==> src/source/drive_macros.svh <==
`ifndef DRIVE_MACROS_SVH
`define DRIVE_MACROS_SVH

// Number of transducer channels and the width of a channel index.
`define DRIVE_NUM_CH 8
`define DRIVE_CH_W 3

// Ingress FIFO entries, which is also the host's starting credit count.
`define DRIVE_FIFO_DEPTH 4

// Width of intensity, phase, pulse width and the time count.
`define DRIVE_DATA_W 8

`endif
==> src/source/drive_pkg.sv <==
`default_nettype none

`include "drive_macros.svh"

package drive_pkg;

  // One drive entry as streamed by the host.
  typedef struct packed {
    logic [`DRIVE_DATA_W-1:0] intensity;
    logic [`DRIVE_DATA_W-1:0] phase;
  } drive_entry_t;

  // Encoded entry handed to the PWM bank.
  typedef struct packed {
    logic [`DRIVE_DATA_W-1:0] pulse_width;
    logic [`DRIVE_DATA_W-1:0] phase;
  } pwm_entry_t;

endpackage

`default_nettype wire

==> src/source/drive_stream_if.sv <==
`timescale 1ns/1ns
`default_nettype none

`include "drive_macros.svh"

// Carries one entry per valid cycle between pipeline stages.
// There is no ready signal, so the sink must take every entry.
interface drive_stream_if #(
  parameter type payload_t = logic [2*`DRIVE_DATA_W-1:0]
) ();

  logic                   valid;
  logic [`DRIVE_CH_W-1:0] channel;
  payload_t               entry;

  modport source (
    output valid,
    output channel,
    output entry
  );

  modport sink (
    input valid,
    input channel,
    input entry
  );

endinterface

`default_nettype wire

==> src/source/phased_array_drive.sv <==
`timescale 1ns/1ns
`default_nettype none

`include "drive_macros.svh"

module phased_array_drive (
  input  logic                     clk,
  input  logic                     rst_n,
  input  logic                     din_valid,
  input  logic [`DRIVE_DATA_W-1:0] din_intensity,
  input  logic [`DRIVE_DATA_W-1:0] din_phase,
  output logic                     credit_return,
  input  logic [`DRIVE_DATA_W-1:0] mod_value,
  output logic [`DRIVE_NUM_CH-1:0] pwm_out,
  output logic [`DRIVE_DATA_W-1:0] time_cnt
);

  drive_stream_if #(
    .payload_t(drive_pkg::drive_entry_t)
  ) stage_a ();

  drive_stream_if #(
    .payload_t(drive_pkg::pwm_entry_t)
  ) stage_b ();

  drive_pkg::drive_entry_t din_entry;

  assign din_entry.intensity = din_intensity;
  assign din_entry.phase     = din_phase;

  drive_ingress drive_ingress (
    .clk          (clk),
    .rst_n        (rst_n),
    .din_valid    (din_valid),
    .din_entry    (din_entry),
    .credit_return(credit_return),
    .stage_a      (stage_a.source)
  );

  drive_modulator drive_modulator (
    .clk      (clk),
    .rst_n    (rst_n),
    .mod_value(mod_value),
    .stage_a  (stage_a.sink),
    .stage_b  (stage_b.source)
  );

  pwm_bank pwm_bank (
    .clk     (clk),
    .rst_n   (rst_n),
    .stage_b (stage_b.sink),
    .time_cnt(time_cnt),
    .pwm_out (pwm_out)
  );

endmodule

`default_nettype wire

==> src/source/pwm_bank.sv <==
`timescale 1ns/1ns
`default_nettype none

`include "drive_macros.svh"

module pwm_bank (
  input  logic                     clk,
  input  logic                     rst_n,
  drive_stream_if.sink             stage_b,
  output logic [`DRIVE_DATA_W-1:0] time_cnt,
  output logic [`DRIVE_NUM_CH-1:0] pwm_out
);

  // Staged entries collect the next frame, active entries drive the outputs.
  drive_pkg::pwm_entry_t staged [`DRIVE_NUM_CH];
  drive_pkg::pwm_entry_t active [`DRIVE_NUM_CH];

  logic [`DRIVE_DATA_W-1:0] time_next;
  logic                     frame_wrap;
  drive_pkg::pwm_entry_t    active_next [`DRIVE_NUM_CH];
  logic [`DRIVE_DATA_W-1:0] rise [`DRIVE_NUM_CH];
  logic [`DRIVE_DATA_W-1:0] offset [`DRIVE_NUM_CH];
  logic [`DRIVE_NUM_CH-1:0] pwm_next;

  // ~~~~~~~~~~~~~~~~~~~~~~~~~~~~~~
  // Comparators
  // ~~~~~~~~~~~~~~~~~~~~~~~~~~~~~~

  // The outputs are registered, so they are worked out from the values that
  // time_cnt and the active entries take at the coming edge.
  always_comb begin
    time_next  = time_cnt + 1'b1;
    frame_wrap = (time_cnt == '1);
    for (int i = 0; i < `DRIVE_NUM_CH; i++) begin
      active_next[i] = frame_wrap ? staged[i] : active[i];
      // The pulse is centred on the phase and all math is modulo 256.
      rise[i]        = active_next[i].phase - (active_next[i].pulse_width >> 1);
      offset[i]      = time_next - rise[i];
      pwm_next[i]    = (offset[i] < active_next[i].pulse_width);
    end
  end

  // ~~~~~~~~~~~~~~~~~~~~~~~~~~~~~~
  // Time base and registers
  // ~~~~~~~~~~~~~~~~~~~~~~~~~~~~~~

  always_ff @(posedge clk) begin
    if (!rst_n) begin
      time_cnt <= '0;
      pwm_out  <= '0;
    end else begin
      time_cnt <= time_next;
      pwm_out  <= pwm_next;
    end
  end

  // An entry landing on the wrap edge goes to the staged copy only and
  // becomes active one frame later.
  always_ff @(posedge clk) begin
    if (!rst_n) begin
      for (int i = 0; i < `DRIVE_NUM_CH; i++) begin
        staged[i] <= '0;
        active[i] <= '0;
      end
    end else begin
      if (frame_wrap) begin
        for (int i = 0; i < `DRIVE_NUM_CH; i++) begin
          active[i] <= staged[i];
        end
      end
      if (stage_b.valid) begin
        staged[stage_b.channel] <= stage_b.entry;
      end
    end
  end

endmodule

`default_nettype wire

==> src/source/drive_modulator.sv <==
`timescale 1ns/1ns
`default_nettype none

`include "drive_macros.svh"

module drive_modulator (
  input  logic                     clk,
  input  logic                     rst_n,
  input  logic [`DRIVE_DATA_W-1:0] mod_value,
  drive_stream_if.sink             stage_a,
  drive_stream_if.source           stage_b
);

  // Dropping 9 bits of the 16-bit product leaves a width of 0 to 127.
  localparam int pw_shift = 9;

  logic [2*`DRIVE_DATA_W-1:0] s1_product;
  logic [`DRIVE_DATA_W-1:0]   s1_phase;
  logic [`DRIVE_CH_W-1:0]     s1_channel;
  logic                       s1_valid;

  // ~~~~~~~~~~~~~~~~~~~~~~~~~~~~~~
  // Stage 1 modulation product
  // ~~~~~~~~~~~~~~~~~~~~~~~~~~~~~~

  always_ff @(posedge clk) begin
    if (!rst_n) begin
      s1_valid   <= 1'b0;
      s1_product <= '0;
      s1_phase   <= '0;
      s1_channel <= '0;
    end else begin
      s1_valid   <= stage_a.valid;
      s1_product <= stage_a.entry.intensity * mod_value;
      s1_phase   <= stage_a.entry.phase;
      s1_channel <= stage_a.channel;
    end
  end

  // ~~~~~~~~~~~~~~~~~~~~~~~~~~~~~~
  // Stage 2 pulse width encode
  // ~~~~~~~~~~~~~~~~~~~~~~~~~~~~~~

  always_ff @(posedge clk) begin
    if (!rst_n) begin
      stage_b.valid   <= 1'b0;
      stage_b.channel <= '0;
      stage_b.entry   <= '0;
    end else begin
      stage_b.valid             <= s1_valid;
      stage_b.channel           <= s1_channel;
      stage_b.entry.pulse_width <= `DRIVE_DATA_W'(s1_product >> pw_shift);
      stage_b.entry.phase       <= s1_phase;
    end
  end

endmodule

`default_nettype wire

==> src/source/drive_ingress.sv <==
`timescale 1ns/1ns
`default_nettype none

`include "drive_macros.svh"

module drive_ingress (
  input  logic                 clk,
  input  logic                 rst_n,
  input  logic                 din_valid,
  input  drive_pkg::drive_entry_t din_entry,
  output logic                 credit_return,
  drive_stream_if.source       stage_a
);

  localparam int ptr_w = $clog2(`DRIVE_FIFO_DEPTH);

  drive_pkg::drive_entry_t fifo_mem [`DRIVE_FIFO_DEPTH];

  // One extra bit on each pointer tells full from empty.
  logic [ptr_w:0]         wr_ptr;
  logic [ptr_w:0]         rd_ptr;
  logic                   fifo_empty;
  logic                   pop;
  logic [`DRIVE_CH_W-1:0] ch_cnt;

  assign fifo_empty = (wr_ptr == rd_ptr);

  // The downstream path never stalls, so anything stored is popped at once.
  assign pop = !fifo_empty;

  // ~~~~~~~~~~~~~~~~~~~~~~~~~~~~~~
  // Write side
  // ~~~~~~~~~~~~~~~~~~~~~~~~~~~~~~

  always_ff @(posedge clk) begin
    if (din_valid) begin
      fifo_mem[wr_ptr[ptr_w-1:0]] <= din_entry;
    end
  end

  always_ff @(posedge clk) begin
    if (!rst_n) begin
      wr_ptr <= '0;
    end else if (din_valid) begin
      wr_ptr <= wr_ptr + 1'b1;
    end
  end

  // ~~~~~~~~~~~~~~~~~~~~~~~~~~~~~~
  // Read side
  // ~~~~~~~~~~~~~~~~~~~~~~~~~~~~~~

  // Each popped entry goes out with the next channel number in arrival
  // order, and the same pop hands one credit back to the host.
  always_ff @(posedge clk) begin
    if (!rst_n) begin
      rd_ptr          <= '0;
      ch_cnt          <= '0;
      credit_return   <= 1'b0;
      stage_a.valid   <= 1'b0;
      stage_a.channel <= '0;
      stage_a.entry   <= '0;
    end else begin
      credit_return <= pop;
      stage_a.valid <= pop;
      if (pop) begin
        rd_ptr          <= rd_ptr + 1'b1;
        stage_a.entry   <= fifo_mem[rd_ptr[ptr_w-1:0]];
        stage_a.channel <= ch_cnt;
        if (ch_cnt == `DRIVE_CH_W'(`DRIVE_NUM_CH - 1)) begin
          ch_cnt <= '0;
        end else begin
          ch_cnt <= ch_cnt + 1'b1;
        end
      end
    end
  end

endmodule

`default_nettype wire

==> config.mk <==
export PLATFORM = sky130hd
export DESIGN_NAME = phased_array_drive
export DESIGN_NICKNAME = d
export VERILOG_FILES = /design/src/source/drive_pkg.sv /design/src/source/drive_stream_if.sv /design/src/source/phased_array_drive.sv /design/src/source/pwm_bank.sv /design/src/source/drive_modulator.sv /design/src/source/drive_ingress.sv
export VERILOG_INCLUDE_DIRS = /design/src /design/src/source
export SDC_FILE = /design/constraint.sdc
export NUM_CORES = 1
export LEC_CHECK = 0
export ABC_AREA = 1
export BUFFER_PORTS_ARGS = -buffer_cell sky130_fd_sc_hd__buf_2
export CORE_ASPECT_RATIO = 1.25
export CORE_UTILIZATION = 45
export CTS_BUF_LIST = sky130_fd_sc_hd__clkbuf_4
export CTS_CLUSTER_SIZE = 10
export DETAILED_ROUTE_END_ITERATION = 12
export GPL_TIMING_DRIVEN = 0
export PLACE_DENSITY = 0.57
export SLEW_MARGIN = 20
export SYNTH_ARGS = -nofsm -noshare
export SYNTH_HDL_FRONTEND = slang
export SYNTH_HIERARCHICAL = 1
export SYNTH_SLANG_ARGS = --single-unit
export TNS_END_PERCENT = 20
==> constraint.sdc <==
create_clock -name clk -period 5.3 [get_ports clk]
set_clock_uncertainty 0.05 [all_clocks]
set_input_delay 0.795 -clock clk [delete_from_list [all_inputs] [get_ports clk]]
set_output_delay 0.795 -clock clk [all_outputs]
set_load 0.02 [all_outputs]
==> run_results.csv, run 1 <==
group,metric,value,unit
clock_network,holdBufCountCts,0,
synthesis,postSynthNetCount,2891,
die,chipHeight,259,µm
sta,fmaxAchievable,203,MHz
final_layout,area_growth_syn_to_layout,10.9,%
status,outcome,"complete, no violations",
critical_path,crit_fanout,10,
die,row_count,93,
sta,finalSetupViolCount,0,
sta,tmin_final,4.93,ns
clock_network,post-cts-setup-buffers,0,
place,gp_routability_congestion,0.872,
sta,rsz0062_at_grt,"false",
clock_network,clock_tree.root_cell,"clkbuf_4",
final_layout,multi_input_area,10000,µm²
synthesis,synth_compound_area_share,5.98,%
synthesis,synthDominantAreaCellType,"edfxtp_1",
hold_path,holdPathEnd,"drive_ingress/fifo_mem[1][11]",
critical_path,crit_slowest_cell,"clkbuf_1",
final_layout,design_area,26300,µm²
final_layout,post_route_cells_drive_above_1_share,11.2,%
sta,maxSlewHeadroom,43.9,%
critical_path,cp_data_arrival_time,5.61,ns
critical_path,cp.required,5.98,ns
power,power_per_cell_area,379,nW/µm²
clock_network,htree_num_levels,3,
critical_path,reg2reg_from,"pwm_bank/time_cnt[0]",
global_route,grt_overflow,0,
critical_path,rr_endpoint,"pwm_bank/pwm_out[1]",
hold_path,worstHoldStart,"din_intensity[3]",
detailed_routing,drt-vias-per-instance,4.89,
detailed_routing,postRouteAntennaNets,0,
detailed_routing,wl_per_cell,16.9,µm
die,boundaryPins,44,
clock_network,post_cts_resized,0,
global_route,pin_count_of_the_biggest_net_entering_global_routing,45,
final_layout,regArea,11300,µm²
detailed_routing,drt-total-wl,59300,µm
synthesis,edff_count_synth,320,
power,max-vdd-ir-drop,260,µV
critical_path,cpMostUsedCell,"ha_1",
synthesis,synth_top_family_by_area,"simple AND/OR/NAND/NOR gates",
clock_network,cts_max_path_buffers,3,
place,buffer_ports.inserted,36,
final_layout,final_nets,3040,
hold_path,worst_hold_path.num_cells,1,
die,initial_utilization,45.8,%
sta,period_share,93.0,%
synthesis,postSynth.asyncResetShare,0,%
synthesis,synthFlopType,"edfxtp_1",
synthesis,yosysWarnings,6,
synthesis,synth-seq-area-share,47.6,%
sta,final-hold-violation-count,0,
synthesis,portion_of_netlist_area_occupied_by_mux_cells,0.591,%
final_layout,fillers,4927,
synthesis,adder_cell_share_of_the_synthesized_area,16.2,%
synthesis,yosys.cell_count.top_type,"inv_1",
global_route,grt_pass1_vias,17422,
place,post_placement_cell_area,24900,µm²
die,core_region_area,51800,µm²
synthesis,synth-seq-cells,403,
synthesis,synthesis.area,23700,µm²
clock_network,clock_insertion_delay_worst_skew,0.86,ns
critical_path,reg2reg_slack,0.37,ns
global_route,grt_first_pass_wirelength,93100,µm
final_layout,final_util,50.7,%
clock_network,cts.clk_slew.worst_paths,0.07,ns
detailed_routing,drc_errors,0,
global_route,grt.total_usage,22.9,%
synthesis,post_synth_main_area_contributors,"edfxtp_1 (41%), ha_1 (8.5%), inv_1 (8.1%)",
synthesis,yosys.area_share.xor_xnor,1.82,%
detailed_routing,detailedRoute.firstPassIterationCount,6,
clock_network,clock_sinks,403,
critical_path,crit_chain,"ha_1 > nand2_1 > nor2_4 > nand2_4 > buf_2 > clkbuf_1 > o21ai_0 > ha_1 > inv_1 > ha_1 > fa_1 > nand3_1 > nand2_1 > a21o_1 > a21oi_1 > xnor2_1 > ha_1 > nand2_1 > o211ai_1 > a21oi_1",
synthesis,yosysUniqueCellTypes,38,
place,dp.final_hpwl,42900,µm
critical_path,delay_of_the_slowest_cell_on_the_worst_path,0.59,ns
global_route,grt_antenna_before_repair,1,
synthesis,synthesis.instances,2612,
synthesis,synth_commonest_cells,"inv_1 (512), nand2_1 (511), nor2_1 (337)",
sta,setup_tns,0,ns
clock_network,tritoncts,"done",
power,leakage,12.7,nW
run,cap_viol_max_count,0,
hold_path,hp_class,"in2reg",
critical_path,crit_path_capture_type,"flip-flop",
sta,slew_viol_final,0,
die,die_width,207,µm
die,design.die.area,53600,µm²
detailed_routing,dr.first_iter.drc_count,955,
synthesis,post-synth-top-area-fraction,40.6,%
detailed_routing,detailroute.via_count,17187,
critical_path,worst-r2r-cell-count,20,
clock_network,tritoncts.num_buffers,105,
critical_path,start_kind,"flip-flop",
synthesis,post_synthesis_mean_instance_area,9.07,µm²
critical_path,timing.setup.critical_path_class,"reg2reg",
sta,worst_margin_slew,0.841,ns
synthesis,synth-simple-area-share,17.5,%
cell usage in the layout (no fill, tap or decap), drive strengths merged:
master    instances
nand2           527
inv             521
nor2            340
edfxtp          320
clkbuf          218
ha              161
o21ai           137
a21oi            98
fa               91
buf              91
dfxtp            83
nand3            73
nor3             39
xnor2            34
nand4            32
clkinv           19
mux2i            14
o211ai           14
xor2             13
a21o             10
a31oi             5
o21bai            3
nand3b            3
diode             1
clkinvlp          1
and2              1
conb              1
sequential cells by signal, indices dropped and copies added, names as in the netlist:
signal and count:
drive_ingress/ch_cnt 3, drive_ingress/fifo_mem 64, drive_ingress/rd_ptr 3, drive_ingress/stage_a.channel 3
drive_ingress/stage_a.entry 16, drive_ingress/stage_a.valid 1, drive_ingress/wr_ptr 3, drive_modulator/s1_channel 3
drive_modulator/s1_phase 8, drive_modulator/s1_product 7, drive_modulator/s1_valid 1, drive_modulator/stage_b.channel 3
drive_modulator/stage_b.entry 15, drive_modulator/stage_b.valid 1, pwm_bank/active 128, pwm_bank/pwm_out 8
pwm_bank/staged 128, pwm_bank/time_cnt 8
cell type report:
class | instances | share of cell area, %
Clock buffer | 173 | 4.94
Sequential cell | 403 | 42.9
Multi-Input combinational cell | 1596 | 38.2
Tap cell | 665 | 3.17
Buffer | 94 | 1.90
Inverter | 519 | 7.43
Antenna cell | 1 | 0.00952
Clock inverter | 22 | 0.390
Timing Repair Buffer | 42 | 1.04
worst max-delay path by stage:
stage | slack [ns] | from | cells past startpoint | endpoint
2_1_floorplan | 0.51 | pwm_bank/time_cnt[0] | 8 | pwm_bank/active[0][0]
3_3_place_gp | -1.57 | rst_n | 3 | pwm_bank/active[1][8]
3_5_place_dp | 0.19 | pwm_bank/time_cnt[0] | 21 | pwm_bank/pwm_out[4]
4_1_cts | 0.15 | pwm_bank/time_cnt[0] | 21 | pwm_bank/pwm_out[4]
5_1_grt | 0.11 | pwm_bank/time_cnt[0] | 20 | pwm_bank/pwm_out[1]
6_report | 0.37 | pwm_bank/time_cnt[0] | 20 | pwm_bank/pwm_out[1]
logic make-up (layout without fill, tap and decap cells):
family	after synthesis	after routing
buf+inv	613	850
fa+ha+maj	252	252
other cells	1	2
simple gates	1015	1015
flops	403	403
compound gates	267	267
mux	14	14
xor+xnor	47	47
metal layers:
| metal | track usage, % | vias up | wire [µm] |
|---|---|---|---|
| met1 | 25.9 | 8090 | 23600 |
| met3 | 2.62 | 84 | 2370 |
| li1 | - | 8656 | - |
| met5 | 0 | - | 0 |
| met4 | 8.42 | 0 | 1340 |
| met2 | 44.0 | 357 | 32000 |
power by group:
group          internal (mW)  leakage (nW)  switching (mW)
clock                   1.47         0.857            1.27
sequential              3.66          3.91           0.118
combinational           1.25          7.95            2.19
stage by stage:
step / total power, mW / instances / worst slack [ns] / hold WS, ns
6_report: 9.96 / 3515 / 0.370 / 0.119
2_1_floorplan: 6.43 / 2612 / 0.508 / 0.336
3_3_place_gp: 7.23 / 3313 / -1.57 / 0.343
4_1_cts: 10.1 / 3514 / 0.150 / 0.0250
3_5_place_dp: 7.31 / 3319 / 0.193 / 0.346
5_1_grt: 10.8 / 3515 / 0.114 / 0.0636
worst max-delay path, delay by kind of cell (launching register included):
family,cells,cell delay (ns)
adder cells (fa/ha/maj),5,1.55
buffers and inverters,3,1.06
AO/OA/AOI/OAI,5,1.01
AND/OR/NAND/NOR,6,0.66
flip-flops,1,0.34
XOR/XNOR,1,0.14
No activity file was read; power rests on OpenSTA's default activity.
==> run 2, diff against run 1 <==
--- a/config.mk
+++ b/config.mk
@@ -14,5 +14,4 @@
 export CTS_CLUSTER_SIZE = 10
 export DETAILED_ROUTE_END_ITERATION = 12
-export GPL_TIMING_DRIVEN = 0
 export PLACE_DENSITY = 0.57
 export SLEW_MARGIN = 20
--- a/constraint.sdc
+++ b/constraint.sdc
@@ -3,3 +3,3 @@
 set_input_delay 0.795 -clock clk [delete_from_list [all_inputs] [get_ports clk]]
 set_output_delay 0.795 -clock clk [all_outputs]
-set_load 0.02 [all_outputs]
+set_load 0.1 [all_outputs]
==> run 2 against run 1 <==
Sequential power rose by 1%. Clock power barely moved. Via count fell by 2.4%. Die area did not move. Power rose by 0.29%. Final area fell by 1.2%. First-iteration DRC count rose by 8.5%. Routed wire length fell by 7.6%. Core utilization fell by 0.62 points. Flip-flop and latch count did not move. Worst hold slack got worse by 0.013 ns. Critical path type unchanged. Critical endpoint is now pwm_bank/pwm_out[5].
==> run_results.csv, run 2 (synthesis gave the netlist of run 1 again) <==
group,metric,value,unit
die,boundaryPins,44,
power,power.share.sequential,38.3,%
place,gp_routability_congestion,0.867,
critical_path,cp_data_arrival_time,5.27,ns
sta,tmin_final,4.53,ns
die,initial_utilization,45.8,%
critical_path,cp.required,6.04,ns
power,power_per_cell_area,385,nW/µm²
power,net-switching-power,3.67,mW
clock_network,cts.clk_slew.worst_paths,0.07,ns
clock_network,clock_tree.root_cell,"clkbuf_4",
power,leakage,12.5,nW
detailed_routing,dr.first_iter.drc_count,1036,
detailed_routing,wl_per_cell,15.9,µm
clock_network,post-cts-setup-buffers,0,
final_layout,final_nets,2973,
sta,maxSlewHeadroom,28.1,%
power,swShare,36.7,%
power,cellInternalPower,6.32,mW
hold_path,hp_class,"in2reg",
power,p_total,9.99,mW
die,row_count,93,
detailed_routing,drt-total-wl,54800,µm
die,chipHeight,259,µm
global_route,grt_overflow,0,
critical_path,start_kind,"flip-flop",
detailed_routing,drt-vias-per-instance,4.87,
clock_network,tritoncts.num_buffers,105,
sta,worst_margin_slew,1.08,ns
critical_path,worst-r2r-cell-count,20,
global_route,grt.total_usage,20.9,%
sta,period_share,85.5,%
clock_network,cts_max_path_buffers,3,
status,outcome,"complete, no violations",
global_route,pin_count_of_the_biggest_net_entering_global_routing,129,
critical_path,reg2reg_from,"pwm_bank/time_cnt[0]",
clock_network,htree_num_levels,3,
sta,fmaxAchievable,221,MHz
power,max-vdd-ir-drop,374,µV
detailed_routing,detailroute.via_count,16775,
global_route,grt_pass1_vias,16812,
sta,finalSetupViolCount,0,
power,clkPwrFrac,27.5,%
clock_network,post_cts_resized,0,
sta,rsz0062_at_grt,"false",
final_layout,mostFrequentLayoutCells,"inv_1 (512), nand2_1 (509), nor2_1 (337)",
critical_path,timing.setup.critical_path_class,"reg2reg",
global_route,grt_first_pass_wirelength,86700,µm
critical_path,crit_end,"pwm_bank/pwm_out[5]",
critical_path,crit_path_capture_type,"flip-flop",
power,combinationalPowerShare,34.2,%
die,design.die.area,53600,µm²
critical_path,crit_path_start,"pwm_bank/time_cnt[0]",
detailed_routing,drc_errors,0,
final_layout,area_growth_syn_to_layout,9.55,%
run,cap_viol_max_count,0,
detailed_routing,detailedRoute.firstPassIterationCount,8,
final_layout,final_common_cell,"inv_1",
place,dp.final_hpwl,36400,µm
critical_path,rr_endpoint,"pwm_bank/pwm_out[5]",
global_route,grt_antenna_before_repair,1,
clock_network,clock_insertion_delay_worst_skew,0.89,ns
final_layout,post_route_cells_drive_above_1_share,9.96,%
sta,final-hold-violation-count,0,
detailed_routing,postRouteAntennaNets,0,
sta,slew_viol_final,0,
clock_network,clock_sinks,403,
die,core_region_area,51800,µm²
critical_path,reg2reg_slack,0.77,ns
die,die_width,207,µm
place,buffer_ports.inserted,43,
sta,setup_tns,0,ns
clock_network,tritoncts,"done",
critical_path,crit_fanout,57,
## run 2: changes by cell type in the layout (fill, tap and decap cells not counted), sizes merged
cell,before,now
clkbuf,218,165
buf,91,64
clkinv,19,25
dlygate4sd3,0,5
bufinv,0,1
clkinvlp,1,0
## run 2: power by group through the flow
stage	registers [mW]	clock network, mW	logic [mW]
final	3.83	2.75	3.42
after global routing	3.85	3.00	3.96
after CTS	3.83	2.86	3.47
after detailed placement	3.90	0	3.44
after global placement	3.89	0	3.39
after floorplan	3.94	0	2.59
## run 2: worst min-delay path by stage
stage	from	end	slack [ns]	cells past startpoint
floorplan	drive_modulator/s1_channel[1]	drive_modulator/stage_b.channel[1]	0.34	2
global placement	drive_modulator/s1_product[15]	drive_modulator/stage_b.entry[14]	0.34	2
detailed placement	drive_modulator/s1_product[12]	drive_modulator/stage_b.entry[11]	0.35	2
CTS	din_intensity[7]	drive_ingress/fifo_mem[0][15]	0.007	1
global route	din_intensity[7]	drive_ingress/fifo_mem[0][15]	0.04	1
finish	din_intensity[7]	drive_ingress/fifo_mem[0][15]	0.11	1
## run 2: per-stage QoR
stage	cell area, µm²	hold slack [ns]	instances	setup WS [ns]	util [%]
after floorplan	23700	0.336	2612	0.752	-
after global placement	24500	0.342	3247	0.766	47.3
after detailed placement	24500	0.347	3247	0.715	47.3
after CTS	26000	0.00721	3445	0.760	50.1
after global routing	26000	0.0360	3446	0.318	50.1
final	26000	0.106	3446	0.766	50.1
## run 2: final cells by class
cell class | count | area (µm²)
multi-input cells | 1596 | 10000
well taps | 665 | 832
fillers | 4904 | 25800
clock buffers | 165 | 1240
diodes | 1 | 2.50
repair buffers | 69 | 463
flip-flops and latches | 403 | 11300
clock inverters | 28 | 155
inverters | 519 | 1950
## run 2: timing repair
item                                    in CTS  in global routing
hold buffers                                 5                  0
endpoints found under the setup margin       0                  0
endpoints found under the hold margin       17                  0
## run 2: worst max-delay path: stages, from the launching register on
cell	delay (ns)
dfxtp_1	0.39
ha_1	0.23
nand2_1	0.12
nor2_4	0.17
nand2_8	0.25
inv_2	0.35
buf_12	0.28
o21ai_0	0.32
fa_1	0.62
inv_1	0.04
ha_1	0.33
a21oi_1	0.19
nand2_1	0.07
nand2_1	0.07
nand2_1	0.06
a21oi_1	0.15
xnor2_1	0.14
ha_1	0.25
nand2_1	0.08
o211ai_1	0.09
a21oi_1	0.14
## run 2: per-layer routing
| layer | vias to the layer above | global-route usage (%) | wire [µm] |
|---|---|---|---|
| met3 | 105 | 3.36 | 2100 |
| li1 | 8520 | - | - |
| met4 | 0 | 10.2 | 1890 |
| met1 | 7829 | 23.4 | 22500 |
| met5 | - | 0 | 0 |
| met2 | 321 | 38.6 | 28300 |
==> run 3, diff against run 2 <==
--- a/config.mk
+++ b/config.mk
@@ -9,5 +9,4 @@
 export ABC_AREA = 1
 export BUFFER_PORTS_ARGS = -buffer_cell sky130_fd_sc_hd__buf_2
-export CORE_ASPECT_RATIO = 1.25
 export CORE_UTILIZATION = 45
 export CTS_BUF_LIST = sky130_fd_sc_hd__clkbuf_4
==> constraint.sdc (replaced) <==
create_clock -name clk -period 4.9 [get_ports clk]
set_clock_uncertainty 0.05 [all_clocks]
set_input_delay 0.98 -clock clk [delete_from_list [all_inputs] [get_ports clk]]
set_output_delay 0.98 -clock clk [all_outputs]
set_load 0.1 [all_outputs]
==> run 3 against run 2 <==
Die area about the same. Via count down 1.0%. Global-route usage is essentially flat. Combinational power rose by 6.7%. Highest routed layer is now met5. Worst hold slack better by 0.15 ns. Worst setup slack lost 0.26 ns. Sequential share of layout area decreased by 0.098 points. Sequential power is 8.1% higher. Final area grew 0.23%. Flip-flop and latch count is the same. Clock power up 12%.
==> run_results.csv, run 3 (synthesis gave the netlist of run 1 again) <==
group,metric,value,unit
die,design.die.area,53600,µm²
sta,final-hold-violation-count,0,
clock_network,clock_insertion_delay_worst_skew,0.88,ns
final_layout,final_common_cell,"inv_1",
run,cap_viol_max_count,0,
final_layout,mostFrequentLayoutCells,"inv_1 (512), nand2_1 (509), nor2_1 (337)",
detailed_routing,dr.first_iter.drc_count,857,
global_route,grt_pass1_vias,16446,
critical_path,start_kind,"flip-flop",
clock_network,tritoncts.num_buffers,109,
place,post_placement_cell_area,24600,µm²
die,chipHeight,231,µm
power,net-switching-power,3.97,mW
clock_network,cts.clk_slew.worst_paths,0.07,ns
power,combinationalPowerShare,33.6,%
critical_path,crit_fanout,57,
critical_path,cp_data_arrival_time,5.08,ns
clock_network,clock_tree.root_cell,"clkbuf_4",
die,boundaryPins,44,
sta,slew_viol_final,0,
detailed_routing,postRouteAntennaNets,0,
sta,rsz0062_at_grt,"false",
final_layout,final_nets,2976,
global_route,grt.total_usage,20.9,%
sta,period_share,89.7,%
power,leakage,12.6,nW
detailed_routing,detailedRoute.firstPassIterationCount,5,
status,outcome,"complete, no violations",
global_route,grt_overflow,0,
clock_network,htree_num_levels,3,
power,max-vdd-ir-drop,325,µV
critical_path,timing.setup.critical_path_class,"reg2reg",
place,dp.final_hpwl,35200,µm
power,power_per_cell_area,418,nW/µm²
power,cellInternalPower,6.90,mW
global_route,grt_antenna_before_repair,4,
sta,tmin_final,4.39,ns
final_layout,design_area,26000,µm²
clock_network,post-cts-setup-buffers,0,
sta,setup_tns,0,ns
global_route,grt_first_pass_wirelength,86200,µm
final_layout,fillers,4908,
clock_network,tritoncts,"done",
clock_network,cts_max_path_buffers,3,
power,swShare,36.5,%
clock_network,holdBufCountCts,0,
sta,worst_margin_slew,0.933,ns
global_route,pin_count_of_the_biggest_net_entering_global_routing,129,
final_layout,post_route_cells_drive_above_1_share,10.4,%
place,buffer_ports.inserted,43,
sta,finalSetupViolCount,0,
critical_path,crit_path_capture_type,"flip-flop",
power,power.share.sequential,38.1,%
clock_network,post_cts_resized,0,
power,clkPwrFrac,28.3,%
place,gp_routability_congestion,0.834,
detailed_routing,wl_per_cell,15.6,µm
detailed_routing,drc_errors,0,
die,row_count,83,
sta,maxSlewHeadroom,37.8,%
critical_path,cp.required,5.59,ns
detailed_routing,detailroute.via_count,16607,
die,initial_utilization,45.8,%
die,die_width,231,µm
final_layout,area_growth_syn_to_layout,9.80,%
hold_path,hp_class,"in2reg",
die,core_region_area,51700,µm²
detailed_routing,drt-vias-per-instance,4.79,
sta,fmaxAchievable,228,MHz
clock_network,clock_sinks,403,
detailed_routing,drt-total-wl,54000,µm
run 3: cell count changes in the layout (fill, tap and decap cells not counted), sizes merged:
| cell | before | now |
|---|---|---|
| clkinvlp | 0 | 1 |
| inv | 521 | 520 |
| clkinv | 25 | 21 |
| clkbuf | 165 | 173 |
| dlygate4sd3 | 5 | 0 |
| diode | 1 | 3 |
| buf | 64 | 68 |
run 3: worst paths after layout:
| path | start | end | slack, ns | cells past startpoint |
|---|---|---|---|---|
| setup / recovery | pwm_bank/time_cnt[0] | pwm_bank/pwm_out[4] | 0.51 | 20 |
| hold / removal | din_intensity[0] | drive_ingress/fifo_mem[1][8] | 0.26 | 1 |
| setup reg to reg | pwm_bank/time_cnt[0] | pwm_bank/pwm_out[4] | 0.51 | 20 |
| hold reg to reg | drive_modulator/s1_product[15] | drive_modulator/stage_b.entry[14] | 0.35 | 2 |
run 3: cell type report:
type	count	area (µm²)	share of cell area, %
sequential	403	11300	43.3
multi-input combinational	1596	10000	38.6
inverter	519	1950	7.50
clock buffer	173	1300	4.99
tap	680	851	3.27
timing repair buffer	68	455	1.75
clock inverter	24	146	0.563
antenna	3	7.51	0.0289
run 3: power by group through the flow:
stage | clock network [mW] | registers, mW | logic [mW]
final | 3.07 | 4.14 | 3.65
after global routing | 3.38 | 4.18 | 4.23
after CTS | 3.18 | 4.14 | 3.70
after detailed placement | 0 | 4.22 | 3.67
after global placement | 0 | 4.21 | 3.63
after floorplan | 0 | 4.26 | 2.80
run 3: critical path, stage by stage, from the launching register on:
cell      delay [ns]
dfxtp_1         0.39
ha_1            0.24
nand2_1         0.12
nor2_4          0.21
nand2_8         0.18
inv_2           0.15
buf_12          0.23
o21ai_0         0.23
fa_1            0.59
inv_1           0.04
ha_1            0.32
a21oi_1         0.23
o21ai_0         0.12
a31oi_1         0.24
nand3_1         0.11
nand2_1         0.07
inv_1           0.04
ha_1            0.29
a21oi_1         0.15
o211ai_1        0.11
a21oi_1         0.15
run 3: per-layer routing:
layer  track usage (%)  wire length (µm)  vias up
met4              8.22              1410        4
met2              35.9             26200      327
met5                 0                22        -
met1              25.9             24000     7673
li1                  -                 -     8520
met3              3.69              2430       83
run 3: through the flow:
step / power (mW) / setup slack (ns) / util [%] / std cells / hold WS (ns)
floorplan: 7.06 / 0.317 / - / 2612 / 0.336
global placement: 7.84 / 0.178 / 47.5 / 3266 / 0.344
detailed placement: 7.89 / 0.187 / 47.5 / 3266 / 0.346
CTS: 11.0 / 0.493 / 50.3 / 3463 / 0.163
global route: 11.8 / 0.0938 / 50.3 / 3466 / 0.170
finish: 10.9 / 0.506 / 50.3 / 3466 / 0.259
